**src/icache_lookup_macros.svh**
```systemverilog
/*
 * Geometry of the serial instruction-cache lookup. TAG_W is derived and must stay
 * consistent with FETCH_AW, LINE_ALIGN and COUNT_ALIGN. SET_COUNT of 2 is assumed by
 * the one-bit set index.
 */

`ifndef ICACHE_LOOKUP_MACROS_SVH
`define ICACHE_LOOKUP_MACROS_SVH

// Fetch interface
`define ICACHE_FETCH_AW 32
`define ICACHE_ID_W 4

// Line geometry in bits and byte-offset bits
`define ICACHE_LINE_W 128
`define ICACHE_LINE_ALIGN 4

// Lines per set and the index width that addresses them
`define ICACHE_LINE_COUNT 16
`define ICACHE_COUNT_ALIGN 4

// Associativity
`define ICACHE_SET_COUNT 2
`define ICACHE_SET_ALIGN 1

// Tag is what remains of the address above index and offset
`define ICACHE_TAG_W (`ICACHE_FETCH_AW - `ICACHE_LINE_ALIGN - `ICACHE_COUNT_ALIGN)

`endif

```
**src/icache_pkg.sv**
```systemverilog
/*
 * Shared types of the serial instruction-cache lookup.
 * Field widths follow the macros header, so both must be compiled together.
 */

`include "icache_lookup_macros.svh"

package icache_pkg;

    // Lookup request as it enters the cache
    typedef struct packed {
        logic [`ICACHE_FETCH_AW-1:0] addr;
        logic [`ICACHE_ID_W-1:0]     id;
    } lookup_req_t;

    // One refill writes tag, error bit and line data of a single set
    typedef struct packed {
        logic [`ICACHE_COUNT_ALIGN-1:0] line;
        logic [`ICACHE_SET_ALIGN-1:0]   cset;
        logic [`ICACHE_TAG_W-1:0]       tag;
        logic                           error;
        logic [`ICACHE_LINE_W-1:0]      data;
    } refill_t;

    // Stored per set and per line in the tag array
    typedef struct packed {
        logic                     valid;
        logic                     error;
        logic [`ICACHE_TAG_W-1:0] tag;
    } tag_entry_t;

    typedef struct packed {
        logic [`ICACHE_SET_ALIGN-1:0] cset;
        logic                         hit;
        logic                         error;
    } tag_rsp_t;

    // Handed from the tag stage to the data stage
    typedef struct packed {
        lookup_req_t req;
        tag_rsp_t    rsp;
    } stage_req_t;

    typedef struct packed {
        logic [`ICACHE_FETCH_AW-1:0]  addr;
        logic [`ICACHE_ID_W-1:0]      id;
        logic [`ICACHE_SET_ALIGN-1:0] cset;
        logic                         hit;
        logic                         error;
        logic [`ICACHE_LINE_W-1:0]    data;
    } lookup_rsp_t;

    typedef enum logic [1:0] {
        TAG_OP_IDLE,
        TAG_OP_CLEAR,
        TAG_OP_REFILL,
        TAG_OP_LOOKUP
    } tag_op_e;

    typedef enum logic {
        CLEAR_BUSY,
        CLEAR_DONE
    } clear_state_e;

endpackage

```
**src/icache_tag_port_ctrl.sv**
```systemverilog
/*
 * Owns the single port of the tag array. Clearing runs for LINE_COUNT cycles after
 * reset and after each flush strobe, and blocks refills and lookups meanwhile.
 * refill_ready_o is only high while a refill is actually being written.
 */

`timescale 1ns/1ps

`include "icache_lookup_macros.svh"

module icache_tag_port_ctrl import icache_pkg::*; (
    input  logic                           clk_i,
    input  logic                           rst_ni,
    input  logic                           flush_valid_i,
    input  logic                           in_valid_i,
    input  logic [`ICACHE_COUNT_ALIGN-1:0] in_line_i,
    input  logic                           refill_valid_i,
    input  logic [`ICACHE_COUNT_ALIGN-1:0] refill_line_i,
    input  logic [`ICACHE_SET_ALIGN-1:0]   refill_set_i,
    input  logic                           stage_free_i,
    output tag_op_e                        tag_op_o,
    output logic [`ICACHE_COUNT_ALIGN-1:0] tag_line_o,
    output logic [`ICACHE_SET_COUNT-1:0]   tag_set_en_o,
    output logic                           in_ready_o,
    output logic                           refill_ready_o
);

    clear_state_e                   clear_state_q;
    logic [`ICACHE_COUNT_ALIGN-1:0] clear_count_q;
    logic                           clear_last;

    assign clear_last = clear_count_q == `ICACHE_COUNT_ALIGN'(`ICACHE_LINE_COUNT - 1);

    // ------------------------------------------------------------------------
    // Clear sequencer
    // ------------------------------------------------------------------------
    always_ff @(posedge clk_i or negedge rst_ni) begin
        if (!rst_ni) begin
            clear_state_q <= CLEAR_BUSY;
            clear_count_q <= '0;
        end else begin
            case (clear_state_q)
                CLEAR_BUSY: begin
                    clear_count_q <= clear_count_q + 1'b1;
                    if (clear_last) begin
                        clear_state_q <= CLEAR_DONE;
                    end
                end
                default: begin
                    // A flush restarts the sweep from line zero
                    if (flush_valid_i) begin
                        clear_state_q <= CLEAR_BUSY;
                        clear_count_q <= '0;
                    end
                end
            endcase
        end
    end

    // ------------------------------------------------------------------------
    // Port arbitration: clear, then refill, then lookup
    // ------------------------------------------------------------------------
    always_comb begin
        tag_op_o       = TAG_OP_IDLE;
        tag_line_o     = in_line_i;
        tag_set_en_o   = '1;
        in_ready_o     = 1'b0;
        refill_ready_o = 1'b0;

        if (clear_state_q == CLEAR_BUSY) begin
            tag_op_o   = TAG_OP_CLEAR;
            tag_line_o = clear_count_q;
        end else if (refill_valid_i) begin
            tag_op_o                   = TAG_OP_REFILL;
            tag_line_o                 = refill_line_i;
            tag_set_en_o               = '0;
            tag_set_en_o[refill_set_i] = 1'b1;
            refill_ready_o             = 1'b1;
        end else begin
            in_ready_o = stage_free_i;
            if (in_valid_i && stage_free_i) begin
                tag_op_o = TAG_OP_LOOKUP;
            end
        end
    end

endmodule

```
**src/icache_tag_stage.sv**
```systemverilog
/*
 * Tag lookup stage with an inferred synchronous-read tag array per set.
 * The response passes straight through in the cycle after the read and is held
 * in a buffer only while the data stage stalls.
 */

`timescale 1ns/1ps

`include "icache_lookup_macros.svh"

module icache_tag_stage import icache_pkg::*; (
    input  logic                           clk_i,
    input  logic                           rst_ni,
    input  tag_op_e                        tag_op_i,
    input  logic [`ICACHE_COUNT_ALIGN-1:0] tag_line_i,
    input  logic [`ICACHE_SET_COUNT-1:0]   tag_set_en_i,
    input  lookup_req_t                    in_req_i,
    input  refill_t                        refill_i,
    input  logic                           stage_ready_i,
    output logic                           stage_free_o,
    output stage_req_t                     stage_req_o,
    output logic                           stage_valid_o
);

    tag_entry_t                     tag_mem [`ICACHE_SET_COUNT][`ICACHE_LINE_COUNT];
    tag_entry_t                     tag_rdata_q [`ICACHE_SET_COUNT];
    tag_entry_t                     tag_wdata;
    logic                           tag_write;
    logic                           tag_read;

    lookup_req_t                    req_q;
    logic                           valid_q;
    logic                           lookup_q;

    logic [`ICACHE_TAG_W-1:0]       required_tag;
    logic [`ICACHE_SET_COUNT-1:0]   line_hit;
    tag_rsp_t                       rsp_s;
    tag_rsp_t                       rsp_d;
    tag_rsp_t                       rsp_q;
    tag_rsp_t                       rsp;

    // ------------------------------------------------------------------------
    // Tag array
    // ------------------------------------------------------------------------
    assign tag_write = (tag_op_i == TAG_OP_CLEAR) || (tag_op_i == TAG_OP_REFILL);
    assign tag_read  = tag_op_i == TAG_OP_LOOKUP;

    // Clearing writes an all-zero entry, which is invalid
    assign tag_wdata = (tag_op_i == TAG_OP_REFILL) ? {1'b1, refill_i.error, refill_i.tag} : '0;

    always_ff @(posedge clk_i) begin
        for (int i = 0; i < `ICACHE_SET_COUNT; i++) begin
            if (tag_set_en_i[i]) begin
                if (tag_write) begin
                    tag_mem[i][tag_line_i] <= tag_wdata;
                end else if (tag_read) begin
                    tag_rdata_q[i] <= tag_mem[i][tag_line_i];
                end
            end
        end
    end

    // ------------------------------------------------------------------------
    // Request register
    // ------------------------------------------------------------------------
    always_ff @(posedge clk_i) begin
        if (tag_read) begin
            req_q <= in_req_i;
        end
    end

    always_ff @(posedge clk_i or negedge rst_ni) begin
        if (!rst_ni) begin
            valid_q  <= 1'b0;
            lookup_q <= 1'b0;
            rsp_q    <= '0;
        end else begin
            lookup_q <= tag_read;
            rsp_q    <= rsp_d;
            if (tag_read) begin
                valid_q <= 1'b1;
            end else if (stage_ready_i) begin
                valid_q <= 1'b0;
            end
        end
    end

    // Empty, or the data stage takes the current entry this cycle
    assign stage_free_o = !valid_q || stage_ready_i;

    // ------------------------------------------------------------------------
    // Hit check
    // ------------------------------------------------------------------------
    assign required_tag = req_q.addr[`ICACHE_FETCH_AW-1 -: `ICACHE_TAG_W];

    always_comb begin
        for (int i = 0; i < `ICACHE_SET_COUNT; i++) begin
            line_hit[i] = tag_rdata_q[i].valid && (tag_rdata_q[i].tag == required_tag);
        end

        // Walk downwards so the lowest hitting set wins
        rsp_s.cset = '0;
        for (int i = `ICACHE_SET_COUNT - 1; i >= 0; i--) begin
            if (line_hit[i]) begin
                rsp_s.cset = `ICACHE_SET_ALIGN'(i);
            end
        end
        rsp_s.hit   = |line_hit;
        rsp_s.error = rsp_s.hit && tag_rdata_q[rsp_s.cset].error;
    end

    // Fresh read data right after a lookup, the buffer otherwise
    assign rsp = lookup_q ? rsp_s : rsp_q;

    always_comb begin
        rsp_d = rsp_q;
        if (lookup_q && !stage_ready_i) begin
            rsp_d = rsp_s;
        end
        // A refill into the buffered line replaces its data, so the hit is stale
        if ((tag_op_i == TAG_OP_REFILL) && (refill_i.cset == rsp.cset) &&
            (refill_i.line == req_q.addr[`ICACHE_LINE_ALIGN +: `ICACHE_COUNT_ALIGN])) begin
            rsp_d.hit = 1'b0;
        end
    end

    assign stage_req_o.req = req_q;
    assign stage_req_o.rsp = rsp;
    assign stage_valid_o   = valid_q;

endmodule

```
**src/icache_data_stage.sv**
```systemverilog
/*
 * Data stage with an inferred single-port line array indexed by set and line.
 * A refill write owns the port and blocks the stage handshake in that cycle.
 * The line data of a miss response is undefined.
 */

`timescale 1ns/1ps

`include "icache_lookup_macros.svh"

module icache_data_stage import icache_pkg::*; (
    input  logic        clk_i,
    input  logic        rst_ni,
    input  logic        refill_write_i,
    input  refill_t     refill_i,
    input  stage_req_t  stage_req_i,
    input  logic        stage_valid_i,
    input  logic        out_ready_i,
    output logic        stage_ready_o,
    output lookup_rsp_t out_rsp_o,
    output logic        out_valid_o
);

    localparam int unsigned DataAddrW = `ICACHE_SET_ALIGN + `ICACHE_COUNT_ALIGN;
    localparam int unsigned DataDepth = `ICACHE_SET_COUNT * `ICACHE_LINE_COUNT;

    logic [`ICACHE_LINE_W-1:0] data_mem [DataDepth];
    logic [DataAddrW-1:0]      read_addr;
    logic [DataAddrW-1:0]      write_addr;
    logic [`ICACHE_LINE_W-1:0] rdata_q;
    logic [`ICACHE_LINE_W-1:0] line_q;
    logic                      read_en;
    logic                      read_q;

    stage_req_t                meta_q;
    logic                      out_valid_q;
    logic                      handshake;

    // ------------------------------------------------------------------------
    // Handshake with the tag stage
    // ------------------------------------------------------------------------
    assign stage_ready_o = (!out_valid_q || out_ready_i) && !refill_write_i;
    assign handshake     = stage_valid_i && stage_ready_o;

    // Misses skip the array read
    assign read_en = handshake && stage_req_i.rsp.hit;

    assign read_addr  = {stage_req_i.rsp.cset,
                         stage_req_i.req.addr[`ICACHE_LINE_ALIGN +: `ICACHE_COUNT_ALIGN]};
    assign write_addr = {refill_i.cset, refill_i.line};

    // ------------------------------------------------------------------------
    // Data array
    // ------------------------------------------------------------------------
    always_ff @(posedge clk_i) begin
        if (refill_write_i) begin
            data_mem[write_addr] <= refill_i.data;
        end else if (read_en) begin
            rdata_q <= data_mem[read_addr];
        end
    end

    // ------------------------------------------------------------------------
    // Output register and fall-through buffer
    // ------------------------------------------------------------------------
    always_ff @(posedge clk_i) begin
        if (handshake) begin
            meta_q <= stage_req_i;
        end
        // Keep the line if it arrives while the consumer stalls
        if (read_q && !out_ready_i) begin
            line_q <= rdata_q;
        end
    end

    always_ff @(posedge clk_i or negedge rst_ni) begin
        if (!rst_ni) begin
            out_valid_q <= 1'b0;
            read_q      <= 1'b0;
        end else begin
            read_q <= read_en;
            if (handshake) begin
                out_valid_q <= 1'b1;
            end else if (out_ready_i) begin
                out_valid_q <= 1'b0;
            end
        end
    end

    assign out_rsp_o.addr  = meta_q.req.addr;
    assign out_rsp_o.id    = meta_q.req.id;
    assign out_rsp_o.cset  = meta_q.rsp.cset;
    assign out_rsp_o.hit   = meta_q.rsp.hit;
    assign out_rsp_o.error = meta_q.rsp.error;
    assign out_rsp_o.data  = read_q ? rdata_q : line_q;
    assign out_valid_o     = out_valid_q;

endmodule

```
**src/icache_lookup_serial.sv**
```systemverilog
/*
 * Two-stage serial instruction-cache lookup. At most two lookups are in flight
 * and responses leave in request order. No request or refill is taken for
 * LINE_COUNT cycles after reset or a flush.
 */

`timescale 1ns/1ps

`include "icache_lookup_macros.svh"

module icache_lookup_serial import icache_pkg::*; (
    input  logic        clk_i,
    input  logic        rst_ni,
    input  logic        flush_valid_i,
    input  lookup_req_t in_req_i,
    input  logic        in_valid_i,
    output logic        in_ready_o,
    input  refill_t     refill_i,
    input  logic        refill_valid_i,
    output logic        refill_ready_o,
    output lookup_rsp_t out_rsp_o,
    output logic        out_valid_o,
    input  logic        out_ready_i
);

    tag_op_e                        tag_op;
    logic [`ICACHE_COUNT_ALIGN-1:0] tag_line;
    logic [`ICACHE_SET_COUNT-1:0]   tag_set_en;
    logic                           stage_free;
    stage_req_t                     stage_req;
    logic                           stage_valid;
    logic                           stage_ready;

    // refill_ready_o is high exactly when a refill is written, so it doubles as
    // the data-array write strobe
    icache_tag_port_ctrl i_tag_port_ctrl (
        .clk_i          (clk_i),
        .rst_ni         (rst_ni),
        .flush_valid_i  (flush_valid_i),
        .in_valid_i     (in_valid_i),
        .in_line_i      (in_req_i.addr[`ICACHE_LINE_ALIGN +: `ICACHE_COUNT_ALIGN]),
        .refill_valid_i (refill_valid_i),
        .refill_line_i  (refill_i.line),
        .refill_set_i   (refill_i.cset),
        .stage_free_i   (stage_free),
        .tag_op_o       (tag_op),
        .tag_line_o     (tag_line),
        .tag_set_en_o   (tag_set_en),
        .in_ready_o     (in_ready_o),
        .refill_ready_o (refill_ready_o)
    );

    icache_tag_stage i_tag_stage (
        .clk_i         (clk_i),
        .rst_ni        (rst_ni),
        .tag_op_i      (tag_op),
        .tag_line_i    (tag_line),
        .tag_set_en_i  (tag_set_en),
        .in_req_i      (in_req_i),
        .refill_i      (refill_i),
        .stage_ready_i (stage_ready),
        .stage_free_o  (stage_free),
        .stage_req_o   (stage_req),
        .stage_valid_o (stage_valid)
    );

    icache_data_stage i_data_stage (
        .clk_i          (clk_i),
        .rst_ni         (rst_ni),
        .refill_write_i (refill_ready_o),
        .refill_i       (refill_i),
        .stage_req_i    (stage_req),
        .stage_valid_i  (stage_valid),
        .out_ready_i    (out_ready_i),
        .stage_ready_o  (stage_ready),
        .out_rsp_o      (out_rsp_o),
        .out_valid_o    (out_valid_o)
    );

endmodule

```
**config.mk**
```make
export PLATFORM = sky130hd
export DESIGN_NAME = icache_lookup_serial
export DESIGN_NICKNAME = d
export VERILOG_FILES = /design/src/icache_pkg.sv /design/src/icache_tag_port_ctrl.sv /design/src/icache_tag_stage.sv /design/src/icache_data_stage.sv /design/src/icache_lookup_serial.sv
export VERILOG_INCLUDE_DIRS = /design/src
export SDC_FILE = /design/constraint.sdc
export NUM_CORES = 2
export LEC_CHECK = 0
export BUFFER_PORTS_ARGS = -buffer_cell sky130_fd_sc_hd__buf_2
export CORE_AREA = 2 2 906 908
export CTS_CLUSTER_SIZE = 25
export DETAILED_ROUTE_END_ITERATION = 7
export DIE_AREA = 0 0 908 910
export PLACE_DENSITY = 0.49
export SETUP_SLACK_MARGIN = 0.1
export SLEW_MARGIN = 20
export SYNTH_ARGS = -nofsm -noshare
export SYNTH_HDL_FRONTEND = slang
export SYNTH_MEMORY_MAX_BITS = 65536
export SYNTH_SLANG_ARGS = --single-unit
```
**constraint.sdc**
```tcl
create_clock -name clk_i -period 14 [get_ports clk_i]
set_input_delay 2.8 -clock clk_i [delete_from_list [all_inputs] [get_ports clk_i]]
set_output_delay 2.8 -clock clk_i [all_outputs]
set_load 0.01 [all_outputs]
```
# Word level (Yosys, flattened, before mapping)
# Memory sizes are Yosys's and may differ from the RTL's. A register that Yosys moved wholly into a read port is not among the register bits.
# Cells that the tools add are included.
# Widths: inputs -> output; s select.
# classes
n_reduce_logical,26
n_addsub,1
eq_ne,9
muxes,50
n_lt_le_gt_ge,4
bitwise,2
# op_table
op,count
$mux 416,2
$bmux 26 s4,2
$mux 26,6
$mux 128,1
$demux 26 s4,1
$eq 24x24->1,2
$mux 1,26
$mux 4,4
$logic_and 1x1->1,13
$mux 2,6
$reduce_bool 2->1,3
$ge 5x5->1 const B,1
$logic_not 1->1,5
$lt 5x1->1 const B,1
$not 4->5,1
$add 4x1->4 const B,1
$eq 2x2->1 const B,2
$eq 4x4->1,1
$eq 4x4->1 const B,1
$logic_or 1x1->1,3
$mux 3,1
$eq 2x1->1 const B,1
$lt 1x2->1 const B,1
$ne 2x2->1 const B,1
6 further kinds,6
# totals
out_inout_bits,170
word_cells,112
ff_bits,215
mem_count,3
mem_bits_rw,4980
# memory_table
name,words,word_bits,read_ports,rd_clocked_by_memory_dff,write_ports,line_no,text
i_data_stage.data_mem,32,128,1,1,1,icache_data_stage.sv:27,logic [`ICACHE_LINE_W-1:0] data_mem [DataDepth];
i_tag_stage.tag_mem,2,416,2,0,2,icache_tag_stage.sv:25,tag_entry_t tag_mem [`ICACHE_SET_COUNT][`ICACHE_LINE_COUNT];
i_tag_stage.tag_rdata_q,2,26,3,0,2,icache_tag_stage.sv:26,tag_entry_t tag_rdata_q [`ICACHE_SET_COUNT];

# Logic depth before layout (Yosys ltp)
# logic_depth
depth_word,14
depth_mapped,9
mapped_depth_nobuf,6

# Modules after synthesis
# From an unflattened synthesis, not the netlist that was laid out.
# hier_totals
cells_unflattened,8225
area_unflattened_um2,198541.7
# by_module_without_submodules
module,n_inst,cells_per_inst,area_each_um2
icache_data_stage,1,6758,163145.2
icache_tag_stage,1,1424,35012.3
icache_tag_port_ctrl,1,43,384.1

# Least setup slack after synthesis
# OpenSTA, ideal clock, no wires.
# synth_path
kind,input to register
startpoint,input refill_valid_i
endpoint,"register i_data_stage.rdata_q[0] (read register of i_data_stage.data_mem), enable pin"
t_required_ps,13195
setup_time_ps,805
slack_ps,383
arrival_time_ps,12812
stages,5
n_path_buf,2
cell_sequence,buf_2 > clkbuf_1 > nand2_1 > nand3_1 > a211oi_1
# synth_between
elab_chain_len,7
word_cells_on_any_way,8
# synth_lines
item,line_no,text
"start, declared",icache_lookup_serial.sv:19,"input logic refill_valid_i,"
$mux 1 *,icache_tag_port_ctrl.sv:73,end else if (refill_valid_i) begin
$mux 1 *,icache_tag_port_ctrl.sv:70,if (clear_state_q == CLEAR_BUSY) begin
$logic_not 1->1,icache_data_stage.sv:42,assign stage_ready_o = (!out_valid_q || out_ready_i) && !refill_write_i;
$logic_and 1x1->1,icache_data_stage.sv:42,
$logic_and 1x1->1,icache_data_stage.sv:43,assign handshake = stage_valid_i && stage_ready_o;
$logic_and 1x1->1,icache_data_stage.sv:46,assign read_en = handshake && stage_req_i.rsp.hit;
$reduce_and 2->1 (no source line) *,-,
"end, declared",icache_data_stage.sv:30,logic [`ICACHE_LINE_W-1:0] rdata_q;
# Mark *: on every way between the ends. The rest lies on a longest branch, timed or not.
# A chain may end at the register's enable or synchronous reset.

# Final worst setup path
# layout_path
startpoint,input refill_valid_i
endpoint,output refill_ready_o
# layout_between
elab_chain_len,2
# layout_lines
item,line_no,text
$mux 1,icache_tag_port_ctrl.sv:73,
$mux 1,icache_tag_port_ctrl.sv:70,
"end, declared",icache_lookup_serial.sv:20,"output logic refill_ready_o,"
# Every way passes these cells.

==> metrics.yaml <==
rrSetupSlack_ps: 8580
pwr-share-clk: 0.396
slew_headroom: 0.284
dr_wl_met3_mm: 29.0
cts_tree: "done"
crit_slowest_cell: "buf_4"
ctsHoldBuffers: 0
min_period_ps: 7170
firstDrtPassIters: 6
tns_ps: 0
grt_pass1_vias: 98400
core_area_um2: 816000
start_util: 0.250
clkTransAtPathRegs_ps: 60
fp.dieArea_um2: 826000
nFillCells: 79400
power_frac_seq: 0.494
syn_nets: 9146
syn_to_final_growth_pct: 17.0
final_area_um2: 238000
worst-path-max-fanout: 34
reg2reg_to: "i_data_stage.rdata_q[108]"
avgSynthCellArea_um2: 22.8
synth.yosys.warnings: 0
synth_commonest_cells: "5311 x edfxtp_1, 1232 x mux4_2, 366 x clkbuf_1"
post_dp_cell_area_um2: 220000
synth.area.mux_share: 0.156
clock-sinks: 5323
worstReg2RegStart: "i_tag_stage.stage_req_o[18]"
startpoint: "refill_valid_i"
cp.arrival_ps: 4370
port_buffers: 369
wl_per_cell_um: 26.4
hold_viol: 0
overflow: 0
ys_seq_area_frac: 0.785
drive_gt1_frac: 0.302
synth_ff_type: "edfxtp_1"
p_int_mw: 28.5
preCtsSetupSlack_ps: 6790
synth_compound_area_frac: 0.0295
vias_per_cell: 4.52
synth.most_common_cell: "edfxtp_1"
vias: 94800
grt.total_usage: 0.129
status: "complete, no violations"
cts_made_buffers: 587
wl_met2_mm: 269
synthXorXnorAreaFrac: 0.00232
cts_max_level: 6
p_total_mw: 37.7
ir_worst_vdd_mv: 0.265
drc_errors: 0
swShare: 0.244
p_per_area_nw_per_um2: 158
num-nets-final: 9812
netlist_area_um2: 204000
netlist_instances: 8945
min_path_type: "flip-flop to flip-flop"
drv_slew: 0
setup_ws_ps: 6830
finalWirelength_mm: 553
pin_count: 370
synthAdderAreaFrac: 0.0000614
ys_ff_latch: 5323
synthDominantCellAreaShare: 0.783
grt_max_degree: 119
post_cts_buffers: 0
wl_met1_mm: 244
crit_path_end: "refill_ready_o"
endpoint_kind: "primary output"
drv_cap: 0
ys_types: 45
worst_slew_pin_slew_ps: 1070
crit_chain: "buf_2, buf_4, nand2_1, inv_1, buf_4, buf_2"
worstRegToRegCells: 9
ctsResizeCount: 0
cts_root_buf: "clkbuf_16"
cts.path.max_buffers: 4
worstPathRequired_ps: 11200
yosysTopAreaCell: "edfxtp_1"
post-dp-hpwl_mm: 320
top_layer_used: "met5"
grt_pass1_wl_mm: 778
fp-row-count: 332
antenna_found_initial: 109
ys_async_sr_fraction: 0.00225
clock.fmax_ghz: 0.139
synth_top_family_by_area: "multiplexers"
synth.area.top_cells: "edfxtp_1 78%, mux4_2 14%, mux2i_1 1.3%"
p_switching_mw: 9.20
fin_crit_sh: 0.512
synth_enable_flop_cells: 5311
rsz0062_at_grt: "no"
slowest_delay_ps: 370
yosys.area_share.simple: 0.0154
drtIter0Drc: 8882
power_frac_comb: 0.111
path_class: "primary input to primary output"
fp.dieH_um: 910
skew_ps: 95.6
leakage_nw: 73.1
drtAntennaViolNets: 0
startpoint_type: "primary input"
gp_congestion: 0.727
finalSetupViolations: 0
dieWidth_um: 908
clock_latency_ps: 1050
-- state kept, by name, summed over array words and instances, names as in the netlist, 3 cells and up --
register,count
i_data_stage.rdata_q,128
i_tag_port_ctrl.clear_count_q,4
i_tag_stage.tag_rdata_q,52
i_data_stage.out_rsp_o,39
i_tag_stage.rsp_q,3
i_tag_stage.tag_mem,832
i_data_stage.data_mem,4096
i_data_stage.line_q,128
i_tag_stage.stage_req_o,36
-- logic make-up after synthesis --
group,count (synthesis)
flops,5323
xor+xnor,54
mux,1621
simple gates,615
buf+inv,559
compound gates,772
fa+ha+maj,1
-- cell type report --
type	count	area [um2]	area share
sequential	5323	160000	0.671
clock inverter	323	3180	0.0133
multi-input combinational	3063	42000	0.176
inverter	7	26.3	0.000110
timing repair buffer	629	4280	0.0180
clock buffer	728	15300	0.0643
tap	10900	13600	0.0570
antenna	35	87.6	0.000368
-- critical path: cells and delay by family --
family	cells	cell delay [ps]
AND/OR/NAND/NOR	1	280
buffers and inverters	5	1240
-- how the worst min path moves through the flow --
stage	from	to	depth (start not counted)
after floorplan	i_tag_stage.stage_req_o[3]	i_data_stage.out_rsp_o[131]	0
after global placement	i_tag_stage.stage_req_o[10]	i_data_stage.out_rsp_o[138]	0
after detailed placement	i_tag_stage.stage_req_o[9]	i_data_stage.out_rsp_o[137]	0
after CTS	i_data_stage.rdata_q[64]	i_data_stage.line_q[64]	0
after global routing	i_data_stage.rdata_q[101]	i_data_stage.line_q[101]	0
final	i_data_stage.rdata_q[64]	i_data_stage.line_q[64]	0
-- metrics by stage --
step	cells	utilization	hold slack, ps
finish	21000	0.292	405
global route	20900	0.292	406
CTS	20900	0.292	397
detailed placement	19900	0.269	405
global placement	19900	0.269	402
floorplan	8945	-	400
-- routing by layer --
metal,vias up,track usage
met5,-,0
met3,762,0.0208
met2,2580,0.216
met4,22,0.0235
li1,39600,-
met1,51900,0.180
-- power groups by stage --
stage                     combinational [mW]  clock (mW)  sequential [mW]
final                                   4.17        14.9             18.6
after global routing                    4.50        15.9             18.7
after CTS                               4.27        15.3             18.6
after detailed placement                4.27           0             19.0
after global placement                  4.24           0             19.0
after floorplan                         2.64           0             18.9
-- placed cells by master (no fill, tap or decap), drive strengths merged, types with 3 or more instances in the layout --
| cell type | n |
|---|---|
| a221oi | 256 |
| nand4 | 10 |
| mux2i | 261 |
| nor4 | 3 |
| nor3 | 6 |
| mux2 | 128 |
| buf | 629 |
| clkinv | 253 |
| and3 | 25 |
| nor2 | 73 |
| edfxtp | 5311 |
| mux4 | 1232 |
| a21o | 5 |
| diode | 35 |
| o22ai | 131 |
| bufinv | 35 |
| a31o | 128 |
| dfrtp | 12 |
| nand3 | 11 |
| inv | 34 |
| clkinvlp | 8 |
| clkbuf | 728 |
| and2 | 6 |
| nand3b | 5 |
| a211oi | 3 |
| a21oi | 8 |
| xor2 | 6 |
| a22oi | 104 |
| xnor2 | 48 |
| nor2b | 257 |
| nand2 | 211 |
| o21ai | 130 |
No activity file was read; power rests on OpenSTA's default activity.
